File: src/issue_pkg.sv
package issue_pkg;

    // Instruction queue geometry.
    localparam int unsigned queue_depth = 8;
    localparam int unsigned queue_ptr_w = 3;

    localparam logic [31:0] reset_pc = 32'hbfc0_0000; // Boot vector of the core.

    // Primary opcodes of the supported subset.
    localparam logic [5:0] op_special = 6'h00;
    localparam logic [5:0] op_j       = 6'h02;
    localparam logic [5:0] op_jal     = 6'h03;
    localparam logic [5:0] op_beq     = 6'h04;
    localparam logic [5:0] op_bne     = 6'h05;
    localparam logic [5:0] op_addiu   = 6'h09;
    localparam logic [5:0] op_ori     = 6'h0d;
    localparam logic [5:0] op_lui     = 6'h0f;
    localparam logic [5:0] op_lw      = 6'h23;
    localparam logic [5:0] op_sw      = 6'h2b;

    // Function codes used under op_special.
    localparam logic [5:0] fn_jr      = 6'h08;
    localparam logic [5:0] fn_mfhi    = 6'h10;
    localparam logic [5:0] fn_mflo    = 6'h12;
    localparam logic [5:0] fn_mult    = 6'h18;
    localparam logic [5:0] fn_addu    = 6'h21;
    localparam logic [5:0] fn_subu    = 6'h23;
    localparam logic [5:0] fn_and     = 6'h24;
    localparam logic [5:0] fn_or      = 6'h25;
    localparam logic [5:0] fn_slt     = 6'h2a;

    // One instruction word seen either as register format or as immediate format.
    // The jump target is the low 26 bits of the immediate view.
    typedef union packed {
        struct packed {
            logic [5:0] op;
            logic [4:0] rs;
            logic [4:0] rt;
            logic [4:0] rd;
            logic [4:0] sa;
            logic [5:0] funct;
        } r;
        struct packed {
            logic [5:0]  op;
            logic [4:0]  rs;
            logic [4:0]  rt;
            logic [15:0] imm;
        } i;
    } inst_word_t;

endpackage

File: src/dual_issue.sv
`timescale 1ns/100ps

module dual_issue (
    input  logic        clk,
    input  logic        rst,
    input  logic        stall,
    input  logic [31:0] head_pc_0,
    input  logic [31:0] head_inst_0,
    input  logic        head_ok_0,
    input  logic [31:0] head_pc_1,
    input  logic [31:0] head_inst_1,
    input  logic        head_ok_1,
    output logic        pop_0,
    output logic        pop_1,

    output logic        slot_valid_0,
    output logic [31:0] slot_pc_0,
    output logic [31:0] slot_inst_0,
    output logic [5:0]  op_code_0, funct_0,
    output logic [4:0]  rs_0, rt_0, rd_0, sa_0,
    output logic [15:0] imme_0,
    output logic [25:0] j_imme_0,
    output logic        w_reg_ena_0,
    output logic [4:0]  w_reg_dst_0,
    output logic        is_branch_0, is_j_imme_0, is_jr_0, is_ls_0, is_hilo_0,

    output logic        slot_valid_1,
    output logic [31:0] slot_pc_1,
    output logic [31:0] slot_inst_1,
    output logic [5:0]  op_code_1, funct_1,
    output logic [4:0]  rs_1, rt_1, rd_1, sa_1,
    output logic [15:0] imme_1,
    output logic [25:0] j_imme_1,
    output logic        w_reg_ena_1,
    output logic [4:0]  w_reg_dst_1,
    output logic        is_branch_1, is_j_imme_1, is_jr_1, is_ls_1, is_hilo_1,

    output logic [31:0] dual_count,
    output logic [31:0] single_count
);

    logic jmp_0;
    logic jmp_1;
    logic raw_hazard;

    predecode u_predecode_0 (
        .inst      (head_inst_0),
        .op_code   (op_code_0),
        .funct     (funct_0),
        .rs        (rs_0),
        .rt        (rt_0),
        .rd        (rd_0),
        .sa        (sa_0),
        .imme      (imme_0),
        .j_imme    (j_imme_0),
        .w_reg_ena (w_reg_ena_0),
        .w_reg_dst (w_reg_dst_0),
        .is_branch (is_branch_0),
        .is_j_imme (is_j_imme_0),
        .is_jr     (is_jr_0),
        .is_ls     (is_ls_0),
        .is_hilo   (is_hilo_0)
    );

    predecode u_predecode_1 (
        .inst      (head_inst_1),
        .op_code   (op_code_1),
        .funct     (funct_1),
        .rs        (rs_1),
        .rt        (rt_1),
        .rd        (rd_1),
        .sa        (sa_1),
        .imme      (imme_1),
        .j_imme    (j_imme_1),
        .w_reg_ena (w_reg_ena_1),
        .w_reg_dst (w_reg_dst_1),
        .is_branch (is_branch_1),
        .is_j_imme (is_j_imme_1),
        .is_jr     (is_jr_1),
        .is_ls     (is_ls_1),
        .is_hilo   (is_hilo_1)
    );

    assign jmp_0 = is_branch_0 | is_j_imme_0 | is_jr_0;
    assign jmp_1 = is_branch_1 | is_j_imme_1 | is_jr_1;

    // The younger entry reads a register the older one is about to write.
    assign raw_hazard = w_reg_ena_0 &&
                        (((w_reg_dst_0 == rs_1) && (rs_1 != 5'd0)) ||
                         ((w_reg_dst_0 == rt_1) && (rt_1 != 5'd0)));

    // A jump first overrides every single-issue case, so it is tested first.
    always_comb begin
        pop_0 = 1'b0;
        pop_1 = 1'b0;
        if (!stall && head_ok_0) begin
            pop_0 = 1'b1;
            if (jmp_0) begin
                pop_1 = head_ok_1; // Delay slot goes with its jump.
            end else if (head_ok_1 && raw_hazard) begin
                pop_1 = 1'b0;
            end else if (is_ls_0 || jmp_1 || is_hilo_0) begin
                pop_1 = 1'b0;
            end else begin
                pop_1 = head_ok_1;
            end
        end
    end

    assign slot_valid_0 = pop_0;
    assign slot_pc_0    = head_pc_0;
    assign slot_inst_0  = head_inst_0;
    assign slot_valid_1 = pop_1;
    assign slot_pc_1    = head_pc_1;
    assign slot_inst_1  = head_inst_1;

    always_ff @(posedge clk) begin
        if (rst) begin
            dual_count   <= 32'd0;
            single_count <= 32'd0;
        end else begin
            if (pop_1) begin
                dual_count <= dual_count + 32'd1;
            end else if (pop_0) begin
                single_count <= single_count + 32'd1;
            end
        end
    end

endmodule

File: src/fetch_unit.sv
`timescale 1ns/100ps

module fetch_unit (
    input  logic        clk,
    input  logic        rst,
    input  logic        in_valid,
    input  logic [31:0] in_inst,
    input  logic        full,
    output logic        wr_en,
    output logic [31:0] wr_pc,
    output logic [31:0] wr_inst,
    output logic        overflow
);
    import issue_pkg::*;

    logic [31:0] next_pc;
    logic        drop;

    // A strobe that meets a full queue is lost.
    assign drop = in_valid & full;

    // Every strobe consumes a PC, so a lost word leaves a hole in the sequence.
    always_ff @(posedge clk) begin
        if (rst) begin
            next_pc <= reset_pc;
        end else if (in_valid) begin
            next_pc <= next_pc + 32'd4;
        end
    end

    // Sticky until the next reset.
    always_ff @(posedge clk) begin
        if (rst) begin
            overflow <= 1'b0;
        end else if (drop) begin
            overflow <= 1'b1;
        end
    end

    assign wr_en   = in_valid & ~full;
    assign wr_pc   = next_pc; // The word written at this edge takes the current PC.
    assign wr_inst = in_inst;

endmodule

File: src/inst_queue.sv
`timescale 1ns/100ps

module inst_queue (
    input  logic        clk,
    input  logic        rst,
    input  logic        wr_en,
    input  logic [31:0] wr_pc,
    input  logic [31:0] wr_inst,
    output logic        full,
    output logic [31:0] head_pc_0,
    output logic [31:0] head_inst_0,
    output logic        head_ok_0,
    output logic [31:0] head_pc_1,
    output logic [31:0] head_inst_1,
    output logic        head_ok_1,
    input  logic        pop_0,
    input  logic        pop_1
);
    import issue_pkg::*;

    logic [31:0] pc_mem   [queue_depth];
    logic [31:0] inst_mem [queue_depth];

    logic [queue_ptr_w-1:0] rd_ptr;
    logic [queue_ptr_w-1:0] rd_ptr_nx;
    logic [queue_ptr_w-1:0] wr_ptr;
    logic [queue_ptr_w:0]   count;
    logic                   wr_accept;
    logic [1:0]             pop_num;

    assign full      = (count == (queue_ptr_w + 1)'(queue_depth));
    assign wr_accept = wr_en & ~full;

    // Pops are only honoured for entries that really exist.
    always_comb begin
        pop_num = 2'd0;
        if (pop_0 && head_ok_0) begin
            pop_num = (pop_1 && head_ok_1) ? 2'd2 : 2'd1;
        end
    end

    always_ff @(posedge clk) begin
        if (wr_accept) begin
            pc_mem[wr_ptr]   <= wr_pc;
            inst_mem[wr_ptr] <= wr_inst;
        end
    end

    // The depth is a power of two, so the pointers wrap on their own.
    always_ff @(posedge clk) begin
        if (rst) begin
            rd_ptr <= '0;
            wr_ptr <= '0;
            count  <= '0;
        end else begin
            wr_ptr <= wr_ptr + queue_ptr_w'(wr_accept);
            rd_ptr <= rd_ptr + queue_ptr_w'(pop_num);
            count  <= count + (queue_ptr_w + 1)'(wr_accept) - (queue_ptr_w + 1)'(pop_num);
        end
    end

    assign rd_ptr_nx = rd_ptr + queue_ptr_w'(1);

    // Two oldest entries, presented combinationally.
    assign head_pc_0   = pc_mem[rd_ptr];
    assign head_inst_0 = inst_mem[rd_ptr];
    assign head_ok_0   = (count != '0);

    assign head_pc_1   = pc_mem[rd_ptr_nx];
    assign head_inst_1 = inst_mem[rd_ptr_nx];
    assign head_ok_1   = (count > (queue_ptr_w + 1)'(1));

endmodule

File: src/issue_top.sv
`timescale 1ns/100ps

module issue_top (
    input  logic        clk,
    input  logic        rst,
    input  logic        in_valid,
    input  logic [31:0] in_inst,
    input  logic        stall,

    output logic        slot_valid_0,
    output logic [31:0] slot_pc_0,
    output logic [31:0] slot_inst_0,
    output logic [5:0]  op_code_0, funct_0,
    output logic [4:0]  rs_0, rt_0, rd_0, sa_0,
    output logic [15:0] imme_0,
    output logic [25:0] j_imme_0,
    output logic        w_reg_ena_0,
    output logic [4:0]  w_reg_dst_0,
    output logic        is_branch_0, is_j_imme_0, is_jr_0, is_ls_0, is_hilo_0,

    output logic        slot_valid_1,
    output logic [31:0] slot_pc_1,
    output logic [31:0] slot_inst_1,
    output logic [5:0]  op_code_1, funct_1,
    output logic [4:0]  rs_1, rt_1, rd_1, sa_1,
    output logic [15:0] imme_1,
    output logic [25:0] j_imme_1,
    output logic        w_reg_ena_1,
    output logic [4:0]  w_reg_dst_1,
    output logic        is_branch_1, is_j_imme_1, is_jr_1, is_ls_1, is_hilo_1,

    output logic [31:0] dual_count,
    output logic [31:0] single_count,
    output logic        overflow
);

    // Fetch to queue.
    logic        wr_en;
    logic [31:0] wr_pc;
    logic [31:0] wr_inst;
    logic        full;

    // Queue head and pop handshake.
    logic [31:0] head_pc_0, head_inst_0;
    logic [31:0] head_pc_1, head_inst_1;
    logic        head_ok_0, head_ok_1;
    logic        pop_0, pop_1;

    // Fetch fills the queue and the issue logic drains it.
    fetch_unit u_fetch_unit (.*);

    inst_queue u_inst_queue (.*);

    dual_issue u_dual_issue (.*);

endmodule

File: src/predecode.sv
`timescale 1ns/100ps

module predecode (
    input  issue_pkg::inst_word_t inst,
    output logic [5:0]            op_code,
    output logic [5:0]            funct,
    output logic [4:0]            rs,
    output logic [4:0]            rt,
    output logic [4:0]            rd,
    output logic [4:0]            sa,
    output logic [15:0]           imme,
    output logic [25:0]           j_imme,
    output logic                  w_reg_ena,
    output logic [4:0]            w_reg_dst,
    output logic                  is_branch,
    output logic                  is_j_imme,
    output logic                  is_jr,
    output logic                  is_ls,
    output logic                  is_hilo
);
    import issue_pkg::*;

    logic is_special;
    logic writes;

    assign is_special = (inst.r.op == op_special);

    assign is_branch = (inst.i.op == op_beq) || (inst.i.op == op_bne);
    assign is_j_imme = (inst.i.op == op_j) || (inst.i.op == op_jal);
    assign is_jr     = is_special && (inst.r.funct == fn_jr);
    assign is_ls     = (inst.i.op == op_lw) || (inst.i.op == op_sw);
    assign is_hilo   = is_special && ((inst.r.funct == fn_mult) ||
                                      (inst.r.funct == fn_mfhi) ||
                                      (inst.r.funct == fn_mflo));

    // Field extraction follows the format the opcode implies.
    always_comb begin
        op_code = inst.r.op;
        rs      = inst.i.rs;
        rt      = inst.i.rt;
        rd      = '0;
        sa      = '0;
        funct   = '0;
        imme    = '0;
        j_imme  = '0;
        if (is_special) begin
            rd    = inst.r.rd;
            sa    = inst.r.sa;
            funct = inst.r.funct;
        end else begin
            imme = inst.i.imm;
        end
        if (is_j_imme) begin
            j_imme = {inst.i.rs, inst.i.rt, inst.i.imm};
        end
    end

    always_comb begin
        writes    = 1'b0;
        w_reg_dst = '0;
        case (inst.r.op)
            op_special: begin
                case (inst.r.funct)
                    fn_addu, fn_subu, fn_and, fn_or, fn_slt, fn_mfhi, fn_mflo: begin
                        writes    = 1'b1;
                        w_reg_dst = inst.r.rd;
                    end
                    default: ;
                endcase
            end
            op_addiu, op_ori, op_lui, op_lw: begin
                writes    = 1'b1;
                w_reg_dst = inst.i.rt;
            end
            op_jal: begin
                writes    = 1'b1;
                w_reg_dst = 5'd31; // Link register.
            end
            default: ;
        endcase
    end

    assign w_reg_ena = writes && (w_reg_dst != 5'd0); // $zero is never a real destination.

endmodule
File: config.mk
export PLATFORM = sky130hd
export DESIGN_NAME = issue_top
export DESIGN_NICKNAME = d
export VERILOG_FILES = /design/src/issue_pkg.sv /design/src/dual_issue.sv /design/src/fetch_unit.sv /design/src/inst_queue.sv /design/src/issue_top.sv /design/src/predecode.sv
export SDC_FILE = /design/constraint.sdc
export NUM_CORES = 1
export LEC_CHECK = 0
export ABC_AREA = 1
export BUFFER_PORTS_ARGS = -buffer_cell sky130_fd_sc_hd__buf_2
export CAP_MARGIN = 5
export CORE_UTILIZATION = 30
export CTS_BUF_LIST = sky130_fd_sc_hd__clkbuf_8 sky130_fd_sc_hd__clkbuf_16
export DETAILED_ROUTE_END_ITERATION = 12
export SYNTH_ARGS = -nofsm -noshare
export SYNTH_HDL_FRONTEND = slang
export SYNTH_SLANG_ARGS = --single-unit
File: constraint.sdc
create_clock -name clk -period 12 [get_ports clk]
set_clock_uncertainty 0.15 [all_clocks]
set_input_delay 1.2 -clock clk [delete_from_list [all_inputs] [get_ports clk]]
set_output_delay 1.2 -clock clk [all_outputs]
set_load 0.02 [all_outputs]
# Word-level counts from Yosys, hierarchy flattened
# Memory sizes are Yosys's and may differ from the RTL's. A register that Yosys moved wholly into a read port is not among the register bits.
# Cells that the tools add are included.
op_classes:
  n_addsub: 8
  mux: 29
  n_eq_ne: 39
  n_bitwise: 9
  reduce_logical: 41
  magnitude_cmp: 1
op_table:
  columns: ["cell", "n"]
  rows:
  - ["equality test 6 bit, second input constant", 14]
  - ["adder 32 x 1 -> 32 bit, second input constant", 2]
  - ["2-to-1 mux 26 bit", 2]
  - ["equality test 6 x 4 -> 1 bit, second input constant", 8]
  - ["equality test 6 x 5 -> 1 bit, second input constant", 6]
  - ["adder 32 x 3 -> 32 bit, second input constant", 1]
  - ["2-to-1 mux 16 bit", 2]
  - ["2-to-1 mux 5 bit", 6]
  - ["case mux 5 bit (3 select lines)", 2]
  - ["equality test 6 x 2 -> 1 bit, second input constant", 4]
  - ["equality test 6 x 3 -> 1 bit, second input constant", 4]
  - ["nonzero test 5 bit", 4]
  - ["OR reduction 7 bit", 2]
  - ["logical AND 1 bit", 13]
  - ["logical OR 1 bit", 13]
  - ["logical NOT 6 bit", 2]
  - ["2-to-1 mux 6 bit", 2]
  - ["equality test 5 bit", 2]
  - ["OR reduction 5 bit", 2]
  - ["2-to-1 mux 1 bit", 9]
  - ["OR reduction 4 bit", 2]
  - ["2-to-1 mux 3 bit", 2]
  - ["adder 4 x 1 -> 4 bit", 1]
  - ["equality test 4 bit, second input constant", 1]
  - ["13 further kinds", 21]
word_totals:
  memories: 2
  wordCells: 136
  ram_bits: 512
  register_bits: 107
memory_table:
  columns: ["name", "words", "word_bits", "read_ports", "rd_clocked_by_memory_dff", "write_ports", "line", "text"]
  rows:
  - ["u_inst_queue.inst_mem", 8, 32, 2, 1, 1, "inst_queue.sv:22", "logic [31:0] inst_mem [queue_depth];"]
  - ["u_inst_queue.pc_mem", 8, 32, 2, 1, 1, "inst_queue.sv:21", "logic [31:0] pc_mem [queue_depth];"]

# Depth between registers and ports, before layout
# Gate-level depths: netlist of the first run.
depth:
  word_depth: 17
  depth_mapped: 32
  ltp_nobuf: 30

# Modules after synthesis
# Synthesis of the first run repeated with hierarchy kept, for this count alone.
unflattened:
  cells_unflattened: 4981
  hier_area_um2: 37259.5
modules_own_cells:
  columns: ["mod", "cells_per_inst", "area_each_um2", "n_inst"]
  rows:
  - ["inst_queue", 3487, 27995.6, 1]
  - ["dual_issue", 859, 5406.4, 1]
  - ["fetch_unit", 281, 1945.6, 1]
  - ["predecode", 177, 955.9, 2]

# Worst setup path before layout of the first run
# OpenSTA, ideal clock, no wires.
synth_timing:
  path_kind: "input to register"
  from: "in in_valid"
  to: "mem u_inst_queue.inst_mem[0][0] (enable)"
  slack_ns: 7.098
  arrival_time_ns: 4.269
  t_required_ns: 11.368
  setup_ns: 0.482
  stages: 4
  n_path_buf: 0
  cell_sequence: "inv_1 -> a21oi_1 -> nand2_1 -> nor2_1"
synth_between:
  elab_chain_cells: 4
synth_lines:
  columns: ["element", "line", "text"]
  rows:
  - ["start: declaration", "issue_top.sv:6", "input logic in_valid,"]
  - ["bitwise AND 1 bit", "fetch_unit.sv:40", "assign wr_en = in_valid & ~full;"]
  - ["bitwise AND 1 bit", "inst_queue.sv:32", "assign wr_accept = wr_en & ~full;"]
  - ["2-to-1 mux 1 bit", "inst_queue.sv:43", "if (wr_accept) begin"]
  - ["2-to-1 mux 1 bit (implied by the code)", "inst_queue.sv:45", "inst_mem[wr_ptr] <= wr_inst;"]
  - ["end: declaration", "inst_queue.sv:22", null]
# No other way between the ends.

# Final worst setup path of the first run
layout_timing:
  from: "reg u_inst_queue.rd_ptr[0]"
  to: "out slot_valid_1"
layout_between:
  elab_chain_cells: 12
layout_lines:
  columns: ["element", "line", "text"]
  rows:
  - ["start: declaration", "inst_queue.sv:24", "logic [queue_ptr_w-1:0] rd_ptr;"]
  - ["start signal: assignment", "inst_queue.sv:57", "rd_ptr <= rd_ptr + queue_ptr_w'(pop_num);"]
  - ["adder 3 x 1 -> 3 bit *", "inst_queue.sv:62", "assign rd_ptr_nx = rd_ptr + queue_ptr_w'(1);"]
  - ["memory read (8 x 32 bit) *", null, null]
  - ["equality test 6 x 3 -> 1 bit / equality test 6 x 2 -> 1 bit (equally long branches)", "predecode.sv:28, predecode.sv:29", null]
  - ["logical OR 1 bit (on tied branches)", "predecode.sv:28, predecode.sv:29", null]
  - ["OR 1 bit (2 in a row)", "dual_issue.sv:85", "assign jmp_1 = is_branch_1 | is_j_imme_1 | is_jr_1;"]
  - ["logical OR 1 bit (2 in a row)", "dual_issue.sv:102", "end else if (is_ls_0 || jmp_1 || is_hilo_0) begin"]
  - ["2-to-1 mux 1 bit", "dual_issue.sv:102", null]
  - ["2-to-1 mux 1 bit *", "dual_issue.sv:100", "end else if (head_ok_1 && raw_hazard) begin"]
  - ["2-to-1 mux 1 bit *", "dual_issue.sv:98", "if (jmp_0) begin"]
  - ["2-to-1 mux 1 bit *", "dual_issue.sv:96", "if (!stall && head_ok_0) begin"]
  - ["end: declaration", "issue_top.sv:21", "output logic slot_valid_1,"]
# Mark *: on every way between the ends. The rest lies on a longest branch, timed or not.

==> impl_metrics.ini, run 1 <==
[outcome]
status = finished, final reports clean

[drt]
vias = 27700
dr.pass1.iters = 6
totalWireLength_um = 106000
via_per_inst = 5.08
drt_iter0_drc = 2571
wl_per_cell_um = 19.3
drc = 0
postRouteAntennaNets = 0

[timing]
grt_setup_unrepaired = false
setup_viol = 0
tightest_slew_ps = 1200
hold-worst-slack_ps = 302
post-route-period-util_pct = 62.9
timing.final.max_slew_violations = 0
min_period_ps = 7550
setup_ws_ps = 4450
max_freq_mhz = 132
finalHoldViolations = 0
totalNegativeSetupSlack_ps = 0
slew_headroom_pct = 19.9

[final_layout]
stdcell_count = 5455
fin_util_pct = 35.0
drive_above_1_share_pct = 14.4
layout.nets = 4060
seq_area_um2 = 17000
multi_input_area_um2 = 12000
final_cell_area_um2 = 36800
synthToLayoutAreaGrowth_pct = 15.7
nFillCells = 10700

[clock_tree]
insertion_delay_ps = 630
cts_tree = done
numCtsBuffers = 72
cts_resized = 0
postCtsSetupRepairBufs = 0
clk_pin_slew_ps = 70
cts_max_level = 3
clockBufferDepth = 3
hold_buffers = 0
root_buffer = clkbuf_16
cts.sinks = 601

[synth]
yosysWarnings = 0
synth-seq-cells = 601
yosys-top-cells-area = edfxtp_1 (47%), nand2_1 (8.5%), o21ai_0 (7.0%)
seq_area_frac_synth_pct = 53.5
netlist_area_um2 = 31800
synth_top_family_by_area = simple AND/OR/NAND/NOR gates
synthAdderAreaFrac_pct = 0.677
synth_top_area_share_pct = 46.9
syn_inst = 3773
synth_xor_xnor_area_share_pct = 1.82
synth_compound_area_share_pct = 16.0
synth_simple_gate_area_share_pct = 18.9
avgSynthCellArea_um2 = 8.42
yosys.area.top_type = edfxtp_1
muxShareOfSynthArea_pct = 0
synth_cell_types = 44

[die]
die_area_um2 = 107000
pin_count = 401
dieHeight_um = 327
dieWidth_um = 327
start_util_pct = 30.2
coreArea_um2 = 105000
num_rows = 119

[power]
irDropWorstVdd_mv = 0.184
p_per_area_nw_per_um2 = 228
p_leak_nw = 14.7
p_total_mw = 8.39

[setup_path]
slowest_delay_ps = 860
worstPathCellList = buf_12, buf_4, nand2_1, nand3_1, nand2_1, nand2_1, nand2_2, nor2_2, nand3_4, nor2_2, nand2_1, nand2_2, nand2_1, nand2_1, nor2_1, nand3_1, nand3_2, nand2_4, nand3_4, inv_1, buf_2
cp_data_arrival_time_ps = 6200
cp-start-kind = register
crit_path_frequent_cell = nand2_1
rr_worst_depth = 28
crit_path_max_fanout = 190
cp_data_required_time_ps = 10650
crit_type = reg -> out
end_kind = output port
cpMaxStageDelayCell = buf_4

[grt]
grt_pass1_wl_um = 156000
grt_pass1_vias = 25100
grt_usage_pct = 19.0
grt_max_degree = 196
grt-ovfl-total = 0
antenna_found_initial = 13

[placed_design]
dpl_worst_slack_ps = 4990
place_inst = 5325
place.gp.congestion = 0.891
dp.final_hpwl_um = 66900
io_buffers = 396
post_dp_cell_area_um2 = 34500

[worst_hold_path]
holdPathStages = 2
hold_path.class = reg -> reg

[flow_run]
maxCapViolCount = 0
-- synth_stat cells (all sizes together) --
library cell    n
nand2         727
edfxtp        496
o21ai         489
nor2          410
inv           405
a21oi         372
nand3         168
clkbuf        137
buf           132
dfxtp         105
a31oi          61
nand4          54
nor3           50
xor2           48
o211ai         30
nor4           26
xnor2          18
ha             14
o21a           14
clkinv          3
a211oi          2
and3            2
fa              2
nand3b          2
or2             2
conb            1
nor3b           1
o22ai           1
or3             1
-- area by class of cell --
class,count,share of cell area (%)
timing repair buffer,427,6.05
inverter,408,4.21
antenna,2,0.0136
sequential,601,46.2
multi-input combinational,2498,32.6
clock buffer,82,5.30
clock inverter,46,0.860
tap,1391,4.73
-- flip-flops by register name (all words and copies together) (netlist names), 3 cells and up --
register and cells:
u_inst_queue.count 4, u_inst_queue.wr_ptr 3, u_inst_queue.pc_mem 240, u_inst_queue.inst_mem 256
u_dual_issue.dual_count 32, u_inst_queue.rd_ptr 3, u_dual_issue.single_count 32, u_fetch_unit.wr_pc 30
-- path summary, 6_finish.rpt --
check	slack, ps	to	from
min	300	u_fetch_unit.overflow	u_fetch_unit.overflow
max reg2reg	4960	u_inst_queue.count[2]	u_inst_queue.rd_ptr[0]
max	4450	slot_valid_1	u_inst_queue.rd_ptr[0]
min reg2reg	300	u_fetch_unit.overflow	u_fetch_unit.overflow
-- critical path: cells and delay by family (launching register included) --
kind	cells	cell delay (ps)
and+or+nand+nor	17	2760
DFF	1	830
buffers and inverters	4	1700
-- power by group --
| part | leakage, nW | switching (mW) | internal [mW] |
|---|---|---|---|
| clock network | 1.18 | 0.879 | 1.21 |
| registers | 5.25 | 0.0769 | 2.37 |
| logic | 8.31 | 2.88 | 0.977 |
| total | 14.7 | 3.83 | 4.55 |
-- layer usage --
layer	up-vias	track usage (%)	share of wire, %
li1	13200	-	-
met1	13100	23.8	41
met2	1147	31.5	47
met3	207	4.18	8.4
met4	12	7.92	3.7
met5	-	0	0.069
-- cells in the final DEF (no fill, tap or decap), types with 3 or more instances in the layout --
| cell type | count |
|---|---|
| o21ai_0 | 444 |
| edfxtp_1 | 496 |
| nor2_2 | 9 |
| dfxtp_1 | 102 |
| nor4_1 | 26 |
| buf_2 | 396 |
| a21oi_2 | 3 |
| clkinv_1 | 11 |
| clkbuf_8 | 9 |
| o21ai_2 | 5 |
| dfxtp_4 | 3 |
| nand4_1 | 54 |
| inv_2 | 5 |
| xor2_1 | 48 |
| inv_1 | 416 |
| clkbuf_16 | 73 |
| o211ai_1 | 30 |
| clkinv_2 | 9 |
| nor3_1 | 49 |
| inv_6 | 3 |
| nand2_4 | 3 |
| nor2_1 | 393 |
| a31oi_1 | 61 |
| nand2_1 | 716 |
| nand2_2 | 8 |
| nand3_1 | 165 |
| buf_4 | 30 |
| conb_1 | 4 |
| o21ai_1 | 40 |
| o21a_1 | 13 |
| a21oi_1 | 368 |
| ha_1 | 13 |
| nor2_4 | 8 |
| xnor2_1 | 17 |
-- cell families (layout without fill, tap and decap cells) --
| logic type | Yosys count | after routing |
|---|---|---|
| and+or+nand+nor | 1443 | 1443 |
| buffers and inverters | 677 | 963 |
| AOI/OAI and AO/OA | 969 | 969 |
| adders and majority gates | 16 | 16 |
| DFF | 601 | 601 |
| xor gates and xnor gates | 66 | 66 |
| other | 1 | 6 |
Power figures use the tool's default switching activity.
==> run 2: changes to the inputs <==
==> constraint.sdc (replaced) <==
create_clock -name clk -period 6.9 [get_ports clk]
set_clock_uncertainty 0.15 [all_clocks]
set_input_delay 0.69 -clock clk [delete_from_list [all_inputs] [get_ports clk]]
set_output_delay 0.69 -clock clk [all_outputs]
set_load 0.02 [all_outputs]
==> run 2 against run 1 <==
Cell area up 0.54%. Hold slack got worse by 130 ps. Critical path type unchanged. Die area unchanged. Critical path depth down 2. Critical endpoint unchanged. Wire length up 0.82%. Register-to-register slack got worse by 4000 ps.
==> impl_metrics.ini, run 2 (synthesized netlist as in run 1, its figures left out) <==
[outcome]
status = finished, final reports clean

[setup_path]
crit_path_max_fanout = 91
cp_data_required_time_ps = 6060
rrSetupSlack_ps = 950
crit_type = reg -> out
cp-start-kind = register
rr_worst_depth = 23
end_kind = output port
reg2reg_to = u_inst_queue.count[2]
r2r_start = u_inst_queue.rd_ptr[0]
cp_data_arrival_time_ps = 5390

[timing]
setup_ws_ps = 672
timing.final.max_slew_violations = 0
tightest_slew_ps = 1080
hold-worst-slack_ps = 170
finalHoldViolations = 0
setup_viol = 0
min_period_ps = 6230
grt_setup_unrepaired = false
post-route-period-util_pct = 90.3
max_freq_mhz = 161
slew_headroom_pct = 27.9
totalNegativeSetupSlack_ps = 0

[drt]
totalWireLength_um = 106000
drt_iter0_drc = 2341
via_per_inst = 5.04
drc = 0
vias = 27600
wl_per_cell_um = 19.5
dr.pass1.iters = 6
postRouteAntennaNets = 0

[power]
p_total_mw = 14.7
p_per_area_nw_per_um2 = 397
irDropWorstVdd_mv = 0.307
p_leak_nw = 14.9

[final_layout]
final_cell_mix = nand2_1 (716), edfxtp_1 (496), o21ai_0 (444)
final_common_cell = nand2_1
final_cell_area_um2 = 37000
synthToLayoutAreaGrowth_pct = 16.4
regMostFlops = u_inst_queue.inst_mem
drive_above_1_share_pct = 14.8
nFillCells = 10700
layout.nets = 4075
largest_register_ffs = 256
reg.largest.list = u_inst_queue.inst_mem x256, u_inst_queue.pc_mem x240

[clock_tree]
hold_buffers = 0
clockBufferDepth = 3
root_buffer = clkbuf_16
postCtsSetupRepairBufs = 0
cts.sinks = 601
cts_resized = 0
numCtsBuffers = 71
insertion_delay_ps = 640
cts_tree = done
cts_max_level = 3
clk_pin_slew_ps = 60

[grt]
antenna_found_initial = 17
grt_pass1_wl_um = 155000
grt_usage_pct = 19.1
grt_pass1_vias = 25000
grt-ovfl-total = 0
grt_max_degree = 121

[die]
start_util_pct = 30.2
pin_count = 401
coreArea_um2 = 105000
num_rows = 119
dieHeight_um = 327
dieWidth_um = 327
die_area_um2 = 107000

[placed_design]
io_buffers = 396
dpl_worst_slack_ps = 1040
dp.final_hpwl_um = 68500
post_dp_cell_area_um2 = 34700
place.gp.congestion = 0.884

[worst_hold_path]
hold_path.class = in -> reg
holdPathStages = 1
holdPathEnd = u_inst_queue.inst_mem[7][9]
hp-start = in_inst[9]

[flow_run]
maxCapViolCount = 0
-- run 2: cell type report --
cell class | count | area (um2) | share of cell area (%)
diodes | 2 | 5.00 | 0.0135
multi-input cells | 2498 | 12000 | 32.4
flip-flops and latches | 601 | 17000 | 46.0
well taps | 1391 | 1740 | 4.71
clock buffers | 75 | 1840 | 4.98
clock inverters | 52 | 439 | 1.19
repair buffers | 443 | 2410 | 6.52
inverters | 408 | 1550 | 4.19
-- run 2: worst max-delay path by stage --
stage / slack [ps] / from / cells past startpoint / endpoint
final: 670 / u_inst_queue.rd_ptr[0] / 19 / slot_valid_1
after global routing: 270 / u_inst_queue.rd_ptr[0] / 19 / slot_valid_1
after CTS: 640 / u_inst_queue.rd_ptr[0] / 19 / slot_valid_1
after detailed placement: 1040 / u_inst_queue.rd_ptr[0] / 23 / u_inst_queue.count[2]
after global placement: 1140 / u_inst_queue.rd_ptr[0] / 23 / u_inst_queue.count[2]
after floorplan: 2510 / in_valid / 4 / u_inst_queue.inst_mem[0][0]
-- run 2: routing by layer --
| layer | routed length [um] | part of all wire [%] | global-route usage, % |
|---|---|---|---|
| met1 | 43500 | 41 | 23.7 |
| met5 | 73 | 0.069 | 0 |
| met4 | 3980 | 3.7 | 7.35 |
| met2 | 50200 | 47 | 32.1 |
| met3 | 8710 | 8.2 | 4.32 |
-- run 2: stage by stage --
step                      util (%)  instances
after floorplan                  -       3776
after global placement        33.0       5341
after detailed placement      33.0       5341
after CTS                     35.2       5468
after global routing          35.2       5468
final                         35.2       5470
-- run 2: critical path, stage by stage (launching register included) --
cell and delay, ps:
dfxtp_4 730, buf_4 720, buf_4 640, o21ai_0 180, o21ai_1 150, inv_1 50, o21ai_1 350, inv_1 190
nand2_1 100, nand3_1 70, nand2_1 60, nor2_1 40, nand3_1 70, nand3_2 90, nand2_4 170, buf_4 360
nand3_4 100, buf_4 300, inv_1 80, buf_2 160
-- run 2: where the power goes --
part	total, mW	switching [mW]	internal, mW
clock	3.65	1.55	2.10
combinational	6.81	5.07	1.75
sequential	4.22	0.0983	4.12
